### src/common/recorder_pkg.sv
package recorder_pkg;

	////////////////////
	// Sizes
	////////////////////

	// Memory word address width
	localparam int ADDR_W = 26;
	// Number of message slots
	localparam int TRACK_COUNT = 5;
	// Track number width, 0 means no track
	localparam int TRACK_IDX_W = 3;
	// Volume setting width
	localparam int VOL_W = 3;

	// Words in one slot region
	localparam logic [ADDR_W-1:0] TRACK_SPAN = 26'h333333;
	// Last word of the memory, end of region 5
	localparam logic [ADDR_W-1:0] MAX_RAM_ADDR = {ADDR_W{1'b1}};

	////////////////////
	// Types
	////////////////////

	// Keys in use on the 4x4 pad
	typedef enum logic [3:0] {
		key_none,
		key_0,
		key_1,
		key_2,
		key_3,
		key_4,
		key_5,
		key_6,
		key_a,
		key_b
	} key_code_t;

	// Menu states, order is the APB encoding
	typedef enum logic [2:0] {
		st_init,
		st_menu,
		st_play_menu,
		st_play,
		st_record,
		st_delete_menu,
		st_volume,
		st_full
	} menu_state_t;

	// Opcodes from menu stage to track stage
	typedef enum logic [2:0] {
		cmd_none,
		cmd_record,
		cmd_stop,
		cmd_play,
		cmd_delete,
		cmd_delete_all
	} track_cmd_t;

	////////////////////
	// APB register map
	////////////////////

	localparam int APB_ADDR_W = 8;
	localparam int APB_DATA_W = 32;

	localparam logic [APB_ADDR_W-1:0] REG_STATE = 8'h00;
	localparam logic [APB_ADDR_W-1:0] REG_VOLUME = 8'h04;
	// Bit 5 storage full, bits 4..0 valid mask
	localparam logic [APB_ADDR_W-1:0] REG_FLAGS = 8'h08;
	// Five end address words, one per track, 4 bytes apart
	localparam logic [APB_ADDR_W-1:0] REG_TRACK_END_BASE = 8'h0C;

endpackage

### src/design/keypad_decoder.sv
`timescale 1ns/10ps

module keypad_decoder (
	input  logic                    pb_clk,
	input  logic                    RAM_reset,
	input  logic [3:0]              key_row,
	input  logic [3:0]              key_col,
	output recorder_pkg::key_code_t key,
	output logic                    key_event
);

	// Registered pad lines
	logic [3:0] row_q;
	logic [3:0] col_q;
	// Decoded key of the registered lines
	recorder_pkg::key_code_t code;

	// First stage, sample the pad
	always_ff @(posedge pb_clk) begin
		if (RAM_reset) begin
			row_q <= '0;
			col_q <= '0;
		end else begin
			row_q <= key_row;
			col_q <= key_col;
		end
	end

	// Row and column pair to key, lowest row wins
	always_comb begin
		code = recorder_pkg::key_none;
		if (row_q[0]) begin
			if (col_q[0])
				code = recorder_pkg::key_1;
			else if (col_q[1])
				code = recorder_pkg::key_2;
			else if (col_q[2])
				code = recorder_pkg::key_3;
			else if (col_q[3])
				code = recorder_pkg::key_a;
		end else if (row_q[1]) begin
			if (col_q[0])
				code = recorder_pkg::key_4;
			else if (col_q[1])
				code = recorder_pkg::key_5;
			else if (col_q[2])
				code = recorder_pkg::key_6;
			else if (col_q[3])
				code = recorder_pkg::key_b;
		end else if (row_q[3] && col_q[0]) begin
			code = recorder_pkg::key_0;
		end
	end

	// Second stage, one event per new press
	// A held key keeps key at its code, so no repeat
	always_ff @(posedge pb_clk) begin
		if (RAM_reset) begin
			key       <= recorder_pkg::key_none;
			key_event <= 1'b0;
		end else begin
			key       <= code;
			key_event <= (code != recorder_pkg::key_none) && (key == recorder_pkg::key_none);
		end
	end

	// Menu stage relies on a real key with every event
	a_event_has_key: assert property (@(posedge pb_clk) disable iff (RAM_reset)
		key_event |-> key != recorder_pkg::key_none);

endmodule

### src/menu/menu_fsm.sv
`timescale 1ns/10ps

module menu_fsm (
	input  logic                                 pb_clk,
	input  logic                                 RAM_reset,
	input  recorder_pkg::key_code_t              key,
	input  logic                                 key_event,
	input  logic                                 cmd_done,
	input  logic                                 alloc_fail,
	input  logic [recorder_pkg::TRACK_COUNT-1:0] track_valid,
	output recorder_pkg::menu_state_t            state,
	output recorder_pkg::track_cmd_t             cmd,
	output logic [recorder_pkg::TRACK_IDX_W-1:0] cmd_track,
	output logic [recorder_pkg::VOL_W-1:0]       volume,
	output logic                                 storage_full
);

	// Track picked by a digit key, 0 for any other key
	logic [recorder_pkg::TRACK_IDX_W-1:0] sel;

	// Keys 1 to 5 name tracks 1 to 5
	function automatic logic [recorder_pkg::TRACK_IDX_W-1:0] key_track(
		recorder_pkg::key_code_t k
	);
		logic [recorder_pkg::TRACK_IDX_W-1:0] idx;
		case (k)
			recorder_pkg::key_1: idx = 3'd1;
			recorder_pkg::key_2: idx = 3'd2;
			recorder_pkg::key_3: idx = 3'd3;
			recorder_pkg::key_4: idx = 3'd4;
			recorder_pkg::key_5: idx = 3'd5;
			default:             idx = 3'd0;
		endcase
		return idx;
	endfunction

	assign sel = key_track(key);

	////////////////////
	// Menu FSM
	////////////////////

	always_ff @(posedge pb_clk) begin
		if (RAM_reset) begin
			state        <= recorder_pkg::st_init;
			cmd          <= recorder_pkg::cmd_none;
			cmd_track    <= '0;
			volume       <= '0;
			storage_full <= 1'b0;
		end else begin
			// Commands are single cycle pulses
			cmd <= recorder_pkg::cmd_none;
			case (state)
				recorder_pkg::st_init: begin
					state <= recorder_pkg::st_menu;
				end
				// Main menu, wait for a selection
				recorder_pkg::st_menu: begin
					if (key_event) begin
						case (key)
							recorder_pkg::key_1: state <= recorder_pkg::st_play_menu;
							recorder_pkg::key_2: begin
								cmd   <= recorder_pkg::cmd_record;
								state <= recorder_pkg::st_record;
							end
							recorder_pkg::key_3: state <= recorder_pkg::st_delete_menu;
							// Delete all runs at once, no answer awaited
							recorder_pkg::key_4: begin
								cmd          <= recorder_pkg::cmd_delete_all;
								storage_full <= 1'b0;
							end
							recorder_pkg::key_5: state <= recorder_pkg::st_volume;
							default: ;
						endcase
					end
				end
				// Pick a track to play
				recorder_pkg::st_play_menu: begin
					if (key_event) begin
						if (key == recorder_pkg::key_0) begin
							state <= recorder_pkg::st_menu;
						end else if (sel != '0) begin
							// Empty track goes straight back, no command
							if (track_valid[sel - 1'b1]) begin
								cmd       <= recorder_pkg::cmd_play;
								cmd_track <= sel;
								state     <= recorder_pkg::st_play;
							end else begin
								state <= recorder_pkg::st_menu;
							end
						end
					end
				end
				// Playback runs until the sequencer reports the end
				recorder_pkg::st_play: begin
					if (cmd_done)
						state <= recorder_pkg::st_menu;
				end
				// Recording, no free slot or done or stop key
				recorder_pkg::st_record: begin
					if (alloc_fail) begin
						storage_full <= 1'b1;
						state        <= recorder_pkg::st_full;
					end else if (cmd_done) begin
						state <= recorder_pkg::st_menu;
					end else if (key_event && key == recorder_pkg::key_0) begin
						cmd <= recorder_pkg::cmd_stop;
					end
				end
				// Storage full notice lasts one cycle
				recorder_pkg::st_full: begin
					state <= recorder_pkg::st_menu;
				end
				// Pick a track to delete
				recorder_pkg::st_delete_menu: begin
					if (key_event) begin
						if (key == recorder_pkg::key_0) begin
							state <= recorder_pkg::st_menu;
						end else if (sel != '0) begin
							cmd          <= recorder_pkg::cmd_delete;
							cmd_track    <= sel;
							storage_full <= 1'b0;
							state        <= recorder_pkg::st_menu;
						end
					end
				end
				// Volume, A up and B down, saturating
				recorder_pkg::st_volume: begin
					if (key_event) begin
						if (key == recorder_pkg::key_a && volume != '1)
							volume <= volume + 1'b1;
						else if (key == recorder_pkg::key_b && volume != '0)
							volume <= volume - 1'b1;
						else if (key == recorder_pkg::key_0)
							state <= recorder_pkg::st_menu;
					end
				end
				default: begin
					state <= recorder_pkg::st_menu;
				end
			endcase
		end
	end

	// Sequencer sees one cycle per command
	a_cmd_pulse: assert property (@(posedge pb_clk) disable iff (RAM_reset)
		cmd != recorder_pkg::cmd_none |=> cmd == recorder_pkg::cmd_none);

endmodule

### src/track/track_sequencer.sv
`timescale 1ns/10ps

module track_sequencer (
	input  logic                                  pb_clk,
	input  logic                                  RAM_reset,
	input  recorder_pkg::track_cmd_t              cmd,
	input  logic [recorder_pkg::TRACK_IDX_W-1:0]  cmd_track,
	input  logic                                  sample_tick,
	output logic                                  cmd_done,
	output logic                                  alloc_fail,
	output logic [recorder_pkg::TRACK_COUNT-1:0]  track_valid,
	output logic [recorder_pkg::TRACK_COUNT-1:0][recorder_pkg::ADDR_W-1:0] track_end,
	output logic [recorder_pkg::ADDR_W-1:0]       mem_addr,
	output logic                                  mem_write,
	output logic                                  mem_read,
	output logic                                  recording,
	output logic                                  playing
);

	// Current word and the last word of the running transfer
	logic [recorder_pkg::ADDR_W-1:0] addr;
	logic [recorder_pkg::ADDR_W-1:0] last;
	// Slot being recorded, 0 based
	logic [recorder_pkg::TRACK_IDX_W-1:0] cur_slot;
	// Lowest free slot
	logic [recorder_pkg::TRACK_IDX_W-1:0] free_slot;
	logic                                 free_found;
	// Slot named by the command, 0 based
	logic [recorder_pkg::TRACK_IDX_W-1:0] trk_slot;

	// First word of a slot region
	function automatic logic [recorder_pkg::ADDR_W-1:0] region_start(
		logic [recorder_pkg::TRACK_IDX_W-1:0] slot
	);
		logic [recorder_pkg::ADDR_W-1:0] start;
		start = '0;
		for (int i = 0; i < recorder_pkg::TRACK_COUNT; i++) begin
			if (i < slot)
				start = start + recorder_pkg::TRACK_SPAN;
		end
		return start;
	endfunction

	// Last word of a slot region, top slot runs to the end of memory
	function automatic logic [recorder_pkg::ADDR_W-1:0] region_last(
		logic [recorder_pkg::TRACK_IDX_W-1:0] slot
	);
		if (slot == recorder_pkg::TRACK_COUNT - 1)
			return recorder_pkg::MAX_RAM_ADDR;
		return region_start(slot) + recorder_pkg::TRACK_SPAN - 1'b1;
	endfunction

	// Scan from the top so the lowest free slot is left
	always_comb begin
		free_found = 1'b0;
		free_slot  = '0;
		for (int i = recorder_pkg::TRACK_COUNT - 1; i >= 0; i--) begin
			if (!track_valid[i]) begin
				free_found = 1'b1;
				free_slot  = recorder_pkg::TRACK_IDX_W'(i);
			end
		end
	end

	assign trk_slot = cmd_track - 1'b1;

	////////////////////
	// Sequencing
	////////////////////

	always_ff @(posedge pb_clk) begin
		if (RAM_reset) begin
			recording   <= 1'b0;
			playing     <= 1'b0;
			cmd_done    <= 1'b0;
			alloc_fail  <= 1'b0;
			track_valid <= '0;
			track_end   <= '0;
			addr        <= '0;
			last        <= '0;
			cur_slot    <= '0;
		end else begin
			cmd_done   <= 1'b0;
			alloc_fail <= 1'b0;
			if (recording) begin
				// One word per sample, end address follows the last write
				if (sample_tick) begin
					track_end[cur_slot] <= addr;
					if (addr == last) begin
						recording <= 1'b0;
						cmd_done  <= 1'b1;
					end else begin
						addr <= addr + 1'b1;
					end
				end
				if (cmd == recorder_pkg::cmd_stop) begin
					recording <= 1'b0;
					cmd_done  <= 1'b1;
				end
			end else if (playing) begin
				if (sample_tick) begin
					if (addr == last) begin
						playing  <= 1'b0;
						cmd_done <= 1'b1;
					end else begin
						addr <= addr + 1'b1;
					end
				end
				if (cmd == recorder_pkg::cmd_stop) begin
					playing  <= 1'b0;
					cmd_done <= 1'b1;
				end
			end else begin
				case (cmd)
					// Claim the lowest free slot or report full
					recorder_pkg::cmd_record: begin
						if (free_found) begin
							track_valid[free_slot] <= 1'b1;
							track_end[free_slot]   <= region_start(free_slot);
							cur_slot               <= free_slot;
							addr                   <= region_start(free_slot);
							last                   <= region_last(free_slot);
							recording              <= 1'b1;
						end else begin
							alloc_fail <= 1'b1;
						end
					end
					// Menu has already checked the slot holds a message
					recorder_pkg::cmd_play: begin
						addr    <= region_start(trk_slot);
						last    <= track_end[trk_slot];
						playing <= 1'b1;
					end
					recorder_pkg::cmd_delete:     track_valid[trk_slot] <= 1'b0;
					recorder_pkg::cmd_delete_all: track_valid <= '0;
					default: ;
				endcase
			end
		end
	end

	// Strobes go out in the tick cycle
	assign mem_addr  = addr;
	assign mem_write = recording & sample_tick;
	assign mem_read  = playing & sample_tick;

	// Memory port carries one direction at a time
	a_one_direction: assert property (@(posedge pb_clk) disable iff (RAM_reset)
		!(recording && playing));

endmodule

### src/design/status_apb.sv
`timescale 1ns/10ps

module status_apb (
	input  logic                                  pb_clk,
	input  logic                                  RAM_reset,
	input  logic                                  psel,
	input  logic                                  penable,
	input  logic                                  pwrite,
	input  logic [recorder_pkg::APB_ADDR_W-1:0]   paddr,
	input  logic [recorder_pkg::APB_DATA_W-1:0]   pwdata,
	input  recorder_pkg::menu_state_t             state,
	input  logic [recorder_pkg::VOL_W-1:0]        volume,
	input  logic                                  storage_full,
	input  logic [recorder_pkg::TRACK_COUNT-1:0]  track_valid,
	input  logic [recorder_pkg::TRACK_COUNT-1:0][recorder_pkg::ADDR_W-1:0] track_end,
	output logic [recorder_pkg::APB_DATA_W-1:0]   prdata,
	output logic                                  pready,
	output logic                                  pslverr
);

	// Selected register and map hit
	logic [recorder_pkg::APB_DATA_W-1:0] rd_data;
	logic                                rd_hit;

	// Register decode, fields zero extended
	always_comb begin
		rd_data = '0;
		rd_hit  = 1'b1;
		case (paddr)
			recorder_pkg::REG_STATE:  rd_data = recorder_pkg::APB_DATA_W'(state);
			recorder_pkg::REG_VOLUME: rd_data = recorder_pkg::APB_DATA_W'(volume);
			recorder_pkg::REG_FLAGS:
				rd_data = recorder_pkg::APB_DATA_W'({storage_full, track_valid});
			default: begin
				// Track end words, one per slot
				rd_hit = 1'b0;
				for (int i = 0; i < recorder_pkg::TRACK_COUNT; i++) begin
					if (paddr == recorder_pkg::REG_TRACK_END_BASE + 4 * i) begin
						rd_hit  = 1'b1;
						rd_data = recorder_pkg::APB_DATA_W'(track_end[i]);
					end
				end
			end
		endcase
	end

	// Captured in setup, stable through the access phase
	// Writes and unmapped offsets only raise the error
	always_ff @(posedge pb_clk) begin
		if (RAM_reset) begin
			prdata  <= '0;
			pslverr <= 1'b0;
		end else if (psel && !penable) begin
			prdata  <= pwrite ? '0 : rd_data;
			pslverr <= pwrite || !rd_hit;
		end else begin
			pslverr <= 1'b0;
		end
	end

	// No wait states
	assign pready = 1'b1;

	// Access phase only after a setup cycle
	a_apb_setup: assert property (@(posedge pb_clk) disable iff (RAM_reset)
		penable |-> $past(psel && !penable));

endmodule

### src/design/voice_recorder_top.sv
`timescale 1ns/10ps

module voice_recorder_top (
	input  logic                                pb_clk,
	input  logic                                RAM_reset,
	input  logic [3:0]                          key_row,
	input  logic [3:0]                          key_col,
	input  logic                                sample_tick,
	input  logic                                psel,
	input  logic                                penable,
	input  logic                                pwrite,
	input  logic [recorder_pkg::APB_ADDR_W-1:0] paddr,
	input  logic [recorder_pkg::APB_DATA_W-1:0] pwdata,
	output logic [recorder_pkg::APB_DATA_W-1:0] prdata,
	output logic                                pready,
	output logic                                pslverr,
	output logic [recorder_pkg::ADDR_W-1:0]     mem_addr,
	output logic                                mem_write,
	output logic                                mem_read,
	output logic [recorder_pkg::VOL_W-1:0]      volume,
	output logic                                playing,
	output logic                                recording
);

	////////////////////
	// Stage links
	////////////////////

	// Key decode to menu
	recorder_pkg::key_code_t key;
	logic                    key_event;
	// Menu to track stage
	recorder_pkg::track_cmd_t             cmd;
	logic [recorder_pkg::TRACK_IDX_W-1:0] cmd_track;
	// Track stage answers
	logic cmd_done;
	logic alloc_fail;
	// Status
	recorder_pkg::menu_state_t                                      state;
	logic                                                           storage_full;
	logic [recorder_pkg::TRACK_COUNT-1:0]                           track_valid;
	logic [recorder_pkg::TRACK_COUNT-1:0][recorder_pkg::ADDR_W-1:0] track_end;

	keypad_decoder i_keypad_decoder (
		.pb_clk    (pb_clk),
		.RAM_reset (RAM_reset),
		.key_row   (key_row),
		.key_col   (key_col),
		.key       (key),
		.key_event (key_event)
	);

	menu_fsm i_menu_fsm (
		.pb_clk       (pb_clk),
		.RAM_reset    (RAM_reset),
		.key          (key),
		.key_event    (key_event),
		.cmd_done     (cmd_done),
		.alloc_fail   (alloc_fail),
		.track_valid  (track_valid),
		.state        (state),
		.cmd          (cmd),
		.cmd_track    (cmd_track),
		.volume       (volume),
		.storage_full (storage_full)
	);

	track_sequencer i_track_sequencer (
		.pb_clk      (pb_clk),
		.RAM_reset   (RAM_reset),
		.cmd         (cmd),
		.cmd_track   (cmd_track),
		.sample_tick (sample_tick),
		.cmd_done    (cmd_done),
		.alloc_fail  (alloc_fail),
		.track_valid (track_valid),
		.track_end   (track_end),
		.mem_addr    (mem_addr),
		.mem_write   (mem_write),
		.mem_read    (mem_read),
		.recording   (recording),
		.playing     (playing)
	);

	// Host status port
	status_apb i_status_apb (
		.pb_clk       (pb_clk),
		.RAM_reset    (RAM_reset),
		.psel         (psel),
		.penable      (penable),
		.pwrite       (pwrite),
		.paddr        (paddr),
		.pwdata       (pwdata),
		.state        (state),
		.volume       (volume),
		.storage_full (storage_full),
		.track_valid  (track_valid),
		.track_end    (track_end),
		.prdata       (prdata),
		.pready       (pready),
		.pslverr      (pslverr)
	);

endmodule

### config.mk
export PLATFORM = sky130hd
export DESIGN_NAME = voice_recorder_top
export DESIGN_NICKNAME = d
export VERILOG_FILES = /design/src/common/recorder_pkg.sv /design/src/design/keypad_decoder.sv /design/src/menu/menu_fsm.sv /design/src/track/track_sequencer.sv /design/src/design/status_apb.sv /design/src/design/voice_recorder_top.sv
export SDC_FILE = /design/constraint.sdc
export NUM_CORES = 1
export LEC_CHECK = 0
export ABC_CLOCK_PERIOD_IN_PS = 4700
export BUFFER_PORTS_ARGS = -buffer_cell sky130_fd_sc_hd__clkbuf_2
export CAP_MARGIN = 20
export CORE_MARGIN = 2
export CORE_UTILIZATION = 43
export CTS_CLUSTER_SIZE = 20
export DETAILED_ROUTE_END_ITERATION = 8
export PLACE_DENSITY = 0.64
export SLEW_MARGIN = 20
export SYNTH_ARGS = -nofsm -noshare
export SYNTH_HDL_FRONTEND = slang
export SYNTH_HIERARCHICAL = 1
export SYNTH_SLANG_ARGS = --single-unit
### constraint.sdc
create_clock -name pb_clk -period 4.7 [get_ports pb_clk]
set_clock_uncertainty 0.2 [all_clocks]
set_input_delay 0.235 -clock pb_clk [delete_from_list [all_inputs] [get_ports pb_clk]]
set_output_delay 0.235 -clock pb_clk [all_outputs]
set_load 0.01 [all_outputs]
==> results of run 1 <==
-- stage by stage --
step	cells	power, W	worst slack (ns)
after global placement	2035	0.00246	1.02
final	2104	0.00472	0.912
after global routing	2104	0.00487	0.679
after detailed placement	2035	0.00247	0.937
after CTS	2104	0.00474	0.924
after floorplan	1669	0.00241	0.0422
-- cells in the mapped netlist, types with 9 or more instances --
| master | count |
|---|---|
| dfxtp_1 | 246 |
| nor2_1 | 178 |
| nand2_1 | 154 |
| clkbuf_1 | 117 |
| a21oi_1 | 101 |
| nand3_1 | 80 |
| a22oi_1 | 71 |
| o21ai_0 | 64 |
| mux2i_1 | 51 |
| nor3_1 | 49 |
| nor2b_1 | 37 |
| a211oi_1 | 31 |
| xnor2_1 | 29 |
| o221a_2 | 27 |
| inv_1 | 26 |
| a221oi_1 | 24 |
| nand4_1 | 23 |
| o21ai_1 | 23 |
| o221ai_1 | 23 |
| buf_2 | 21 |
| a31oi_1 | 15 |
| buf_4 | 14 |
| nand2b_1 | 14 |
| a311oi_1 | 13 |
| mux2_2 | 13 |
| and3_1 | 12 |
| ha_1 | 12 |
| and2_1 | 10 |
| buf_1 | 10 |
| nor3b_1 | 9 |
-- where the power goes --
| part | internal [W] | leakage, nW | switching (W) |
|---|---|---|---|
| Combinational | 0.000112 | 2.90 | 0.000186 |
| Clock | 0.00138 | 0.481 | 0.000903 |
| Sequential | 0.00210 | 1.98 | 0.0000400 |
-- critical path, cell delays in order, from the launching register on --
cell	delay (ns)
dfxtp_1	0.32
buf_4	0.51
ha_1	0.24
nand2_1	0.09
ha_1	0.23
mux2_2	0.27
ha_1	0.33
nand2_1	0.07
nand2_1	0.11
ha_1	0.31
nand3_1	0.06
a31o_2	0.30
a21o_1	0.25
a311oi_1	0.29
a211oi_1	0.08
-- state kept, by name, indices dropped and copies added (netlist names), 3 cells and up --
| signal | cells |
|---|---|
| i_keypad_decoder/col_q | 4 |
| i_menu_fsm/state | 3 |
| i_menu_fsm/cmd | 3 |
| i_track_sequencer/last | 26 |
| i_keypad_decoder/key | 4 |
| i_menu_fsm/cmd_track | 3 |
| i_track_sequencer/mem_addr | 26 |
| i_track_sequencer/track_end | 130 |
| i_track_sequencer/track_valid | 5 |
| i_status_apb/prdata | 26 |
| i_menu_fsm/volume | 3 |
| i_track_sequencer/cur_slot | 3 |
| i_keypad_decoder/row_q | 3 |
-- cell usage in the layout, fill, tap and decap left out, types with 7 or more instances in the layout --
master,n
o221a_2,27
o22ai_1,8
a221oi_1,24
nor3_1,49
mux4_2,8
a22oi_1,71
xnor2_1,28
o21ai_1,22
mux2_2,13
nor2b_1,37
or3_1,8
a211oi_1,31
dfxtp_1,246
a311oi_1,13
dlygate4sd3_1,17
clkbuf_16,29
o221ai_1,23
nor2_1,178
clkinv_2,8
clkbuf_2,79
nand4_1,23
a31oi_1,15
nand2b_1,14
a21oi_1,100
nand2_1,154
buf_4,58
o211ai_1,8
o21ai_0,64
and2_1,10
nand3_1,80
inv_1,26
and3_1,12
ha_1,11
a2111oi_0,8
nor3b_1,9
conb_1,7
mux2i_1,51
-- logic make-up (layout without fill, tap and decap cells) --
logic type | count (synthesis) | after routing
AND/OR/NAND/NOR | 620 | 620
AO/OA/AOI/OAI | 481 | 481
flip-flops | 246 | 246
buffers and inverters | 197 | 236
multiplexers | 72 | 72
XOR/XNOR | 33 | 33
adder cells (fa/ha/maj) | 13 | 13
other | 2 | 7
-- cell type report --
cell class                 count  area (µm²)
fill                        2961       15500
sequential                   246        4920
timing repair buffer         155        1010
tap                          396         495
inverter                      29         109
clock inverter                11         130
clock buffer                  41         831
multi-input combinational   1226        7810
-- per-layer routing --
metal / part of all wire / up-vias / routed length (µm)
met5: 0 / - / 0
met4: 0.050 / 0 / 2450
met3: 0.10 / 147 / 4920
met2: 0.45 / 752 / 21700
met1: 0.40 / 6442 / 19700
li1: - / 6152 / -
-- what timing repair did --
| item | CTS | global route |
|---|---|---|
| hold buffers | 17 | 0 |
| endpoints found under the hold margin | 36 | 0 |
| resized for setup | 0 | 0 |
-- path summary, 6_finish.rpt --
check	startpoint	endpoint	slack, ns	cells past startpoint
max	i_menu_fsm/cmd_track[0]	i_track_sequencer/mem_addr[5]	0.91	14
max reg2reg	i_menu_fsm/cmd_track[0]	i_track_sequencer/mem_addr[5]	0.91	14
min reg2reg	i_status_apb/prdata[20]	i_status_apb/prdata[20]	0.24	2
min	penable	i_status_apb/prdata[0]	0.07	5
==> flow_summary_export.csv, run 1 <==
group,metric,value,unit
status,status,"finished, final reports clean",
synth,yosys_register_bits,246,
sta,relSlewSlack,0.226,
grt,grt_util_met3,0.0560,
synth,synth_top_family_by_area,"compound AO/OA/AOI/OAI gates",
setup_path,cp-start-kind,"register",
grt,grt_pass1_vias,12800,
power_and_ir_drop,powerDensity,309,nW/µm²
synth,synth.distinct_cells,94,
grt,busiest_layer,"met2",
detailed_routing,drt_iter0_drc,1740,
setup_path,critPathKind,"reg2reg",
cts,ctsLongestPathBuffers,3,
finish,n_antenna_cell,0,
grt,grtUsageMet1,0.378,
cts,cts_max_level,1,
sta,min_period,3.79,ns
min_path,holdCritPathClass,"in2reg",
die,die_area,32900,µm²
synth,yosys_most_used_dff,"dfxtp_1",
synth,yosys.area_share.xor_xnor,0.0219,
synth,netlist_area,13500,µm²
synth,synth-edff-count,0,
cts,clockRootBuffer,"clkbuf_16",
synth,synth_compound_area_frac,0.255,
cts,clkLatencyLatePin,0.55,ns
placement,dpl-instance-area,14200,µm²
detailed_routing,drcViolationCount,0,
sta,finalHoldViolations,0,
synth,yosysWarnings,6,
cts,post_cts_buffers,0,
synth,yosysTopAreaCell,"dfxtp_1",
die,die_width,181,µm
cts,cts.sinks,246,
finish,fin_area,15300,µm²
grt,grt_usage,0.289,
sta,fmax,264,MHz
setup_path,arrival,4.01,ns
cts,numCtsBuffers,28,
die,io_pins,121,
detailed_routing,wl_per_cell,23.2,µm
die,die_height,181,µm
synth,synth.top_cell.area_share,0.364,
setup_path,required,4.93,ns
detailed_routing,wirelength,48800,µm
cts,cts_tree,"done",
synth,ys_top_cells_by_area,"dfxtp_1, nor2_1, nand2_1, a22oi_1, mux2i_1",
detailed_routing,ant_nets,0,
detailed_routing,routed_via_density,6.41,
grt,globalRoute.totalOverflow,0,
sta,hold_slack,0.0659,ns
placement,gp_congestion,0.920,
detailed_routing,firstDrtPassIters,8,
synth,yosysSeqAreaShare,0.364,
grt,grt_use_met2,0.460,
sta,rsz0062_at_grt,"false",
setup_path,cp_max_fo,40,
synth,synth_area_per_cell,8.14,µm²
finish,postLayoutCoreUtil,0.497,
die,initial_core_util,0.439,
cts,clkTransAtPathRegs,0.06,ns
finish,syn2layout_area_growth,13.0,%
synth,synth_adder_area_share,0.0126,
power_and_ir_drop,leakage,5.36,nW
synth,syn_inst,1664,
run,max_cap_viol_count,0,
grt,antenna_found_initial,0,
detailed_routing,num_vias,13500,
setup_path,endpoint_kind,"register",
die,fp.coreArea,30800,µm²
synth,synthSimpleGateAreaFrac,0.222,
synth,async_reset_ff_frac,0,
grt,grt_pass1_wl,75000,µm
finish,layout-drive-gt1-share,0.155,
sta,tns,0,ns
grt,grt_max_degree,92,
die,num_rows,64,
sta,maxSlewViolCount,0,
placement,hpwl,31700,µm
placement,io_buffers,80,
finish,final_nets,1753,
synth,synthMuxAreaShare,0.0618,
sta,worstMarginPinSlew,1.16,ns
sta,fin_crit_sh,0.806,
sta,setup_viol,0,
power_and_ir_drop,peakVddDrop,0.318,mV
No activity file was read; power rests on OpenSTA's default activity.
==> inputs of run 2 (changes only) <==
- ABC_CLOCK_PERIOD_IN_PS: 4700 -> 3500
- PLACE_DENSITY: 0.64 -> 0.62
- clock period: 4.7 -> 3.5 ns (I/O delays scaled with it)
==> flow_summary_export.csv, run 2 (synthesis gave the netlist of run 1 again) <==
group,metric,value,unit
placement,hpwl,33100,µm
grt,globalRoute.totalOverflow,0,
sta,min_period,3.30,ns
setup_path,cp_max_fo,6,
grt,grt_pass1_vias,12900,
die,die_area,32900,µm²
sta,rsz0062_at_grt,"false",
die,fp.coreArea,30800,µm²
die,die_height,181,µm
setup_path,arrival,3.54,ns
sta,fin_crit_sh,0.944,
finish,n_antenna_cell,0,
sta,tns,0,ns
min_path,min_from,"paddr[5]",
sta,setup_viol,0,
power_and_ir_drop,peakVddDrop,0.334,mV
power_and_ir_drop,finalPower,0.00665,W
setup_path,r2r_start,"i_menu_fsm/cmd_track[0]",
sta,relSlewSlack,0.423,
detailed_routing,num_vias,13800,
cts,cts.sinks,246,
cts,clkTransAtPathRegs,0.06,ns
finish,final_nets,1788,
power_and_ir_drop,leakage,5.64,nW
detailed_routing,ant_nets,0,
min_path,holdPathEnd,"i_status_apb/prdata[1]",
detailed_routing,wl_per_cell,23.5,µm
die,initial_core_util,0.439,
detailed_routing,drt_iter0_drc,1667,
finish,layout_common_cells,"dfxtp_1, nor2_1, nand2_1, a21oi_1, buf_4",
setup_path,required,3.74,ns
placement,place_ws,0.188,ns
cts,clockRootBuffer,"clkbuf_16",
setup_path,r2r_cells,15,
cts,numCtsBuffers,28,
setup_path,cp-start-kind,"register",
grt,grt_usage,0.295,
sta,finalHoldViolations,0,
placement,io_buffers,80,
cts,hold_buffers,19,
setup_path,r2r_slack,0.20,ns
die,io_pins,121,
cts,cts.repair.resized,0,
grt,antenna_found_initial,1,
finish,postLayoutCoreUtil,0.514,
cts,cts_tree,"done",
detailed_routing,drcViolationCount,0,
die,num_rows,64,
cts,ctsLongestPathBuffers,3,
min_path,holdCritPathClass,"in2reg",
finish,layout_commonest_cell,"dfxtp_1",
finish,layout-drive-gt1-share,0.178,
grt,grt_pass1_wl,76900,µm
cts,clkLatencyLatePin,0.57,ns
status,status,"finished, final reports clean",
power_and_ir_drop,powerDensity,420,nW/µm²
cts,post_cts_buffers,0,
die,die_width,181,µm
finish,largest_register,"i_track_sequencer/track_end",
sta,setup_slack,0.195,ns
setup_path,critPathKind,"reg2reg",
cts,cts_max_level,1,
finish,largest_reg_flops,130,
setup_path,endpoint_kind,"register",
sta,worstMarginPinSlew,0.857,ns
finish,syn2layout_area_growth,16.9,%
detailed_routing,wirelength,50200,µm
detailed_routing,firstDrtPassIters,6,
placement,gp_congestion,0.955,
min_path,hold_path_depth,5,
detailed_routing,routed_via_density,6.45,
sta,maxSlewViolCount,0,
placement,dpl-instance-area,14600,µm²
finish,fin_area,15800,µm²
run,max_cap_viol_count,0,
sta,fmax,303,MHz
setup_path,timing.rr.end,"i_track_sequencer/mem_addr[21]",
grt,grt_max_degree,137,
[run 2: worst max-delay path, cell delays in order (launching register included)]
cell,delay (ns)
dfxtp_2,0.37
inv_4,0.05
ha_4,0.19
xnor2_4,0.23
nand2_4,0.10
ha_4,0.17
mux2_4,0.28
ha_4,0.23
nand2_2,0.07
nand2_4,0.07
ha_4,0.27
nand3_2,0.05
a31o_2,0.29
a21o_1,0.25
nor4b_2,0.28
a211oi_1,0.09
[run 2: final cells by class]
class                   count  area [µm²]
fillers                  2910       15000
multi-input cells        1226        7930
flip-flops and latches    246        4930
repair buffers            190        1320
clock buffers              36         771
well taps                 396         495
clock inverters            16         287
inverters                  29         111
[run 2: stage by stage]
step | hold slack (ns) | cells
2_1_floorplan | 0.0758 | 1669
3_3_place_gp | 0.184 | 2068
3_5_place_dp | 0.192 | 2068
4_1_cts | 0.00433 | 2139
5_1_grt | 0.0631 | 2139
6_report | 0.0187 | 2139
[run 2: worst max-delay path by stage]
| stage | from | to | cells past startpoint |
|---|---|---|---|
| global route | i_menu_fsm/cmd_track[0] | i_track_sequencer/mem_addr[21] | 15 |
| CTS | i_menu_fsm/cmd_track[0] | i_track_sequencer/mem_addr[21] | 15 |
| detailed placement | i_menu_fsm/cmd_track[0] | i_track_sequencer/mem_addr[21] | 15 |
| finish | i_menu_fsm/cmd_track[0] | i_track_sequencer/mem_addr[21] | 15 |
| floorplan | i_menu_fsm/cmd_track[0] | i_track_sequencer/mem_addr[21] | 20 |
| global placement | i_menu_fsm/cmd_track[1] | i_track_sequencer/mem_addr[21] | 15 |
[run 2: metal layers]
metal | vias up | routed length (µm) | global-route usage | part of all wire
met5 | - | 13 | 0 | 0.00026
met4 | 2 | 1220 | 0.0839 | 0.024
met3 | 100 | 5390 | 0.0574 | 0.11
met2 | 782 | 22300 | 0.464 | 0.45
met1 | 6675 | 21200 | 0.411 | 0.42
li1 | 6239 | - | - | -
[run 2: power breakdown]
part / switching (W) / internal, W / total (W)
Combinational: 0.000257 / 0.000158 / 0.000414
Sequential: 0.0000480 / 0.00282 / 0.00287
Clock: 0.00129 / 0.00208 / 0.00337
Total: 0.00159 / 0.00506 / 0.00665
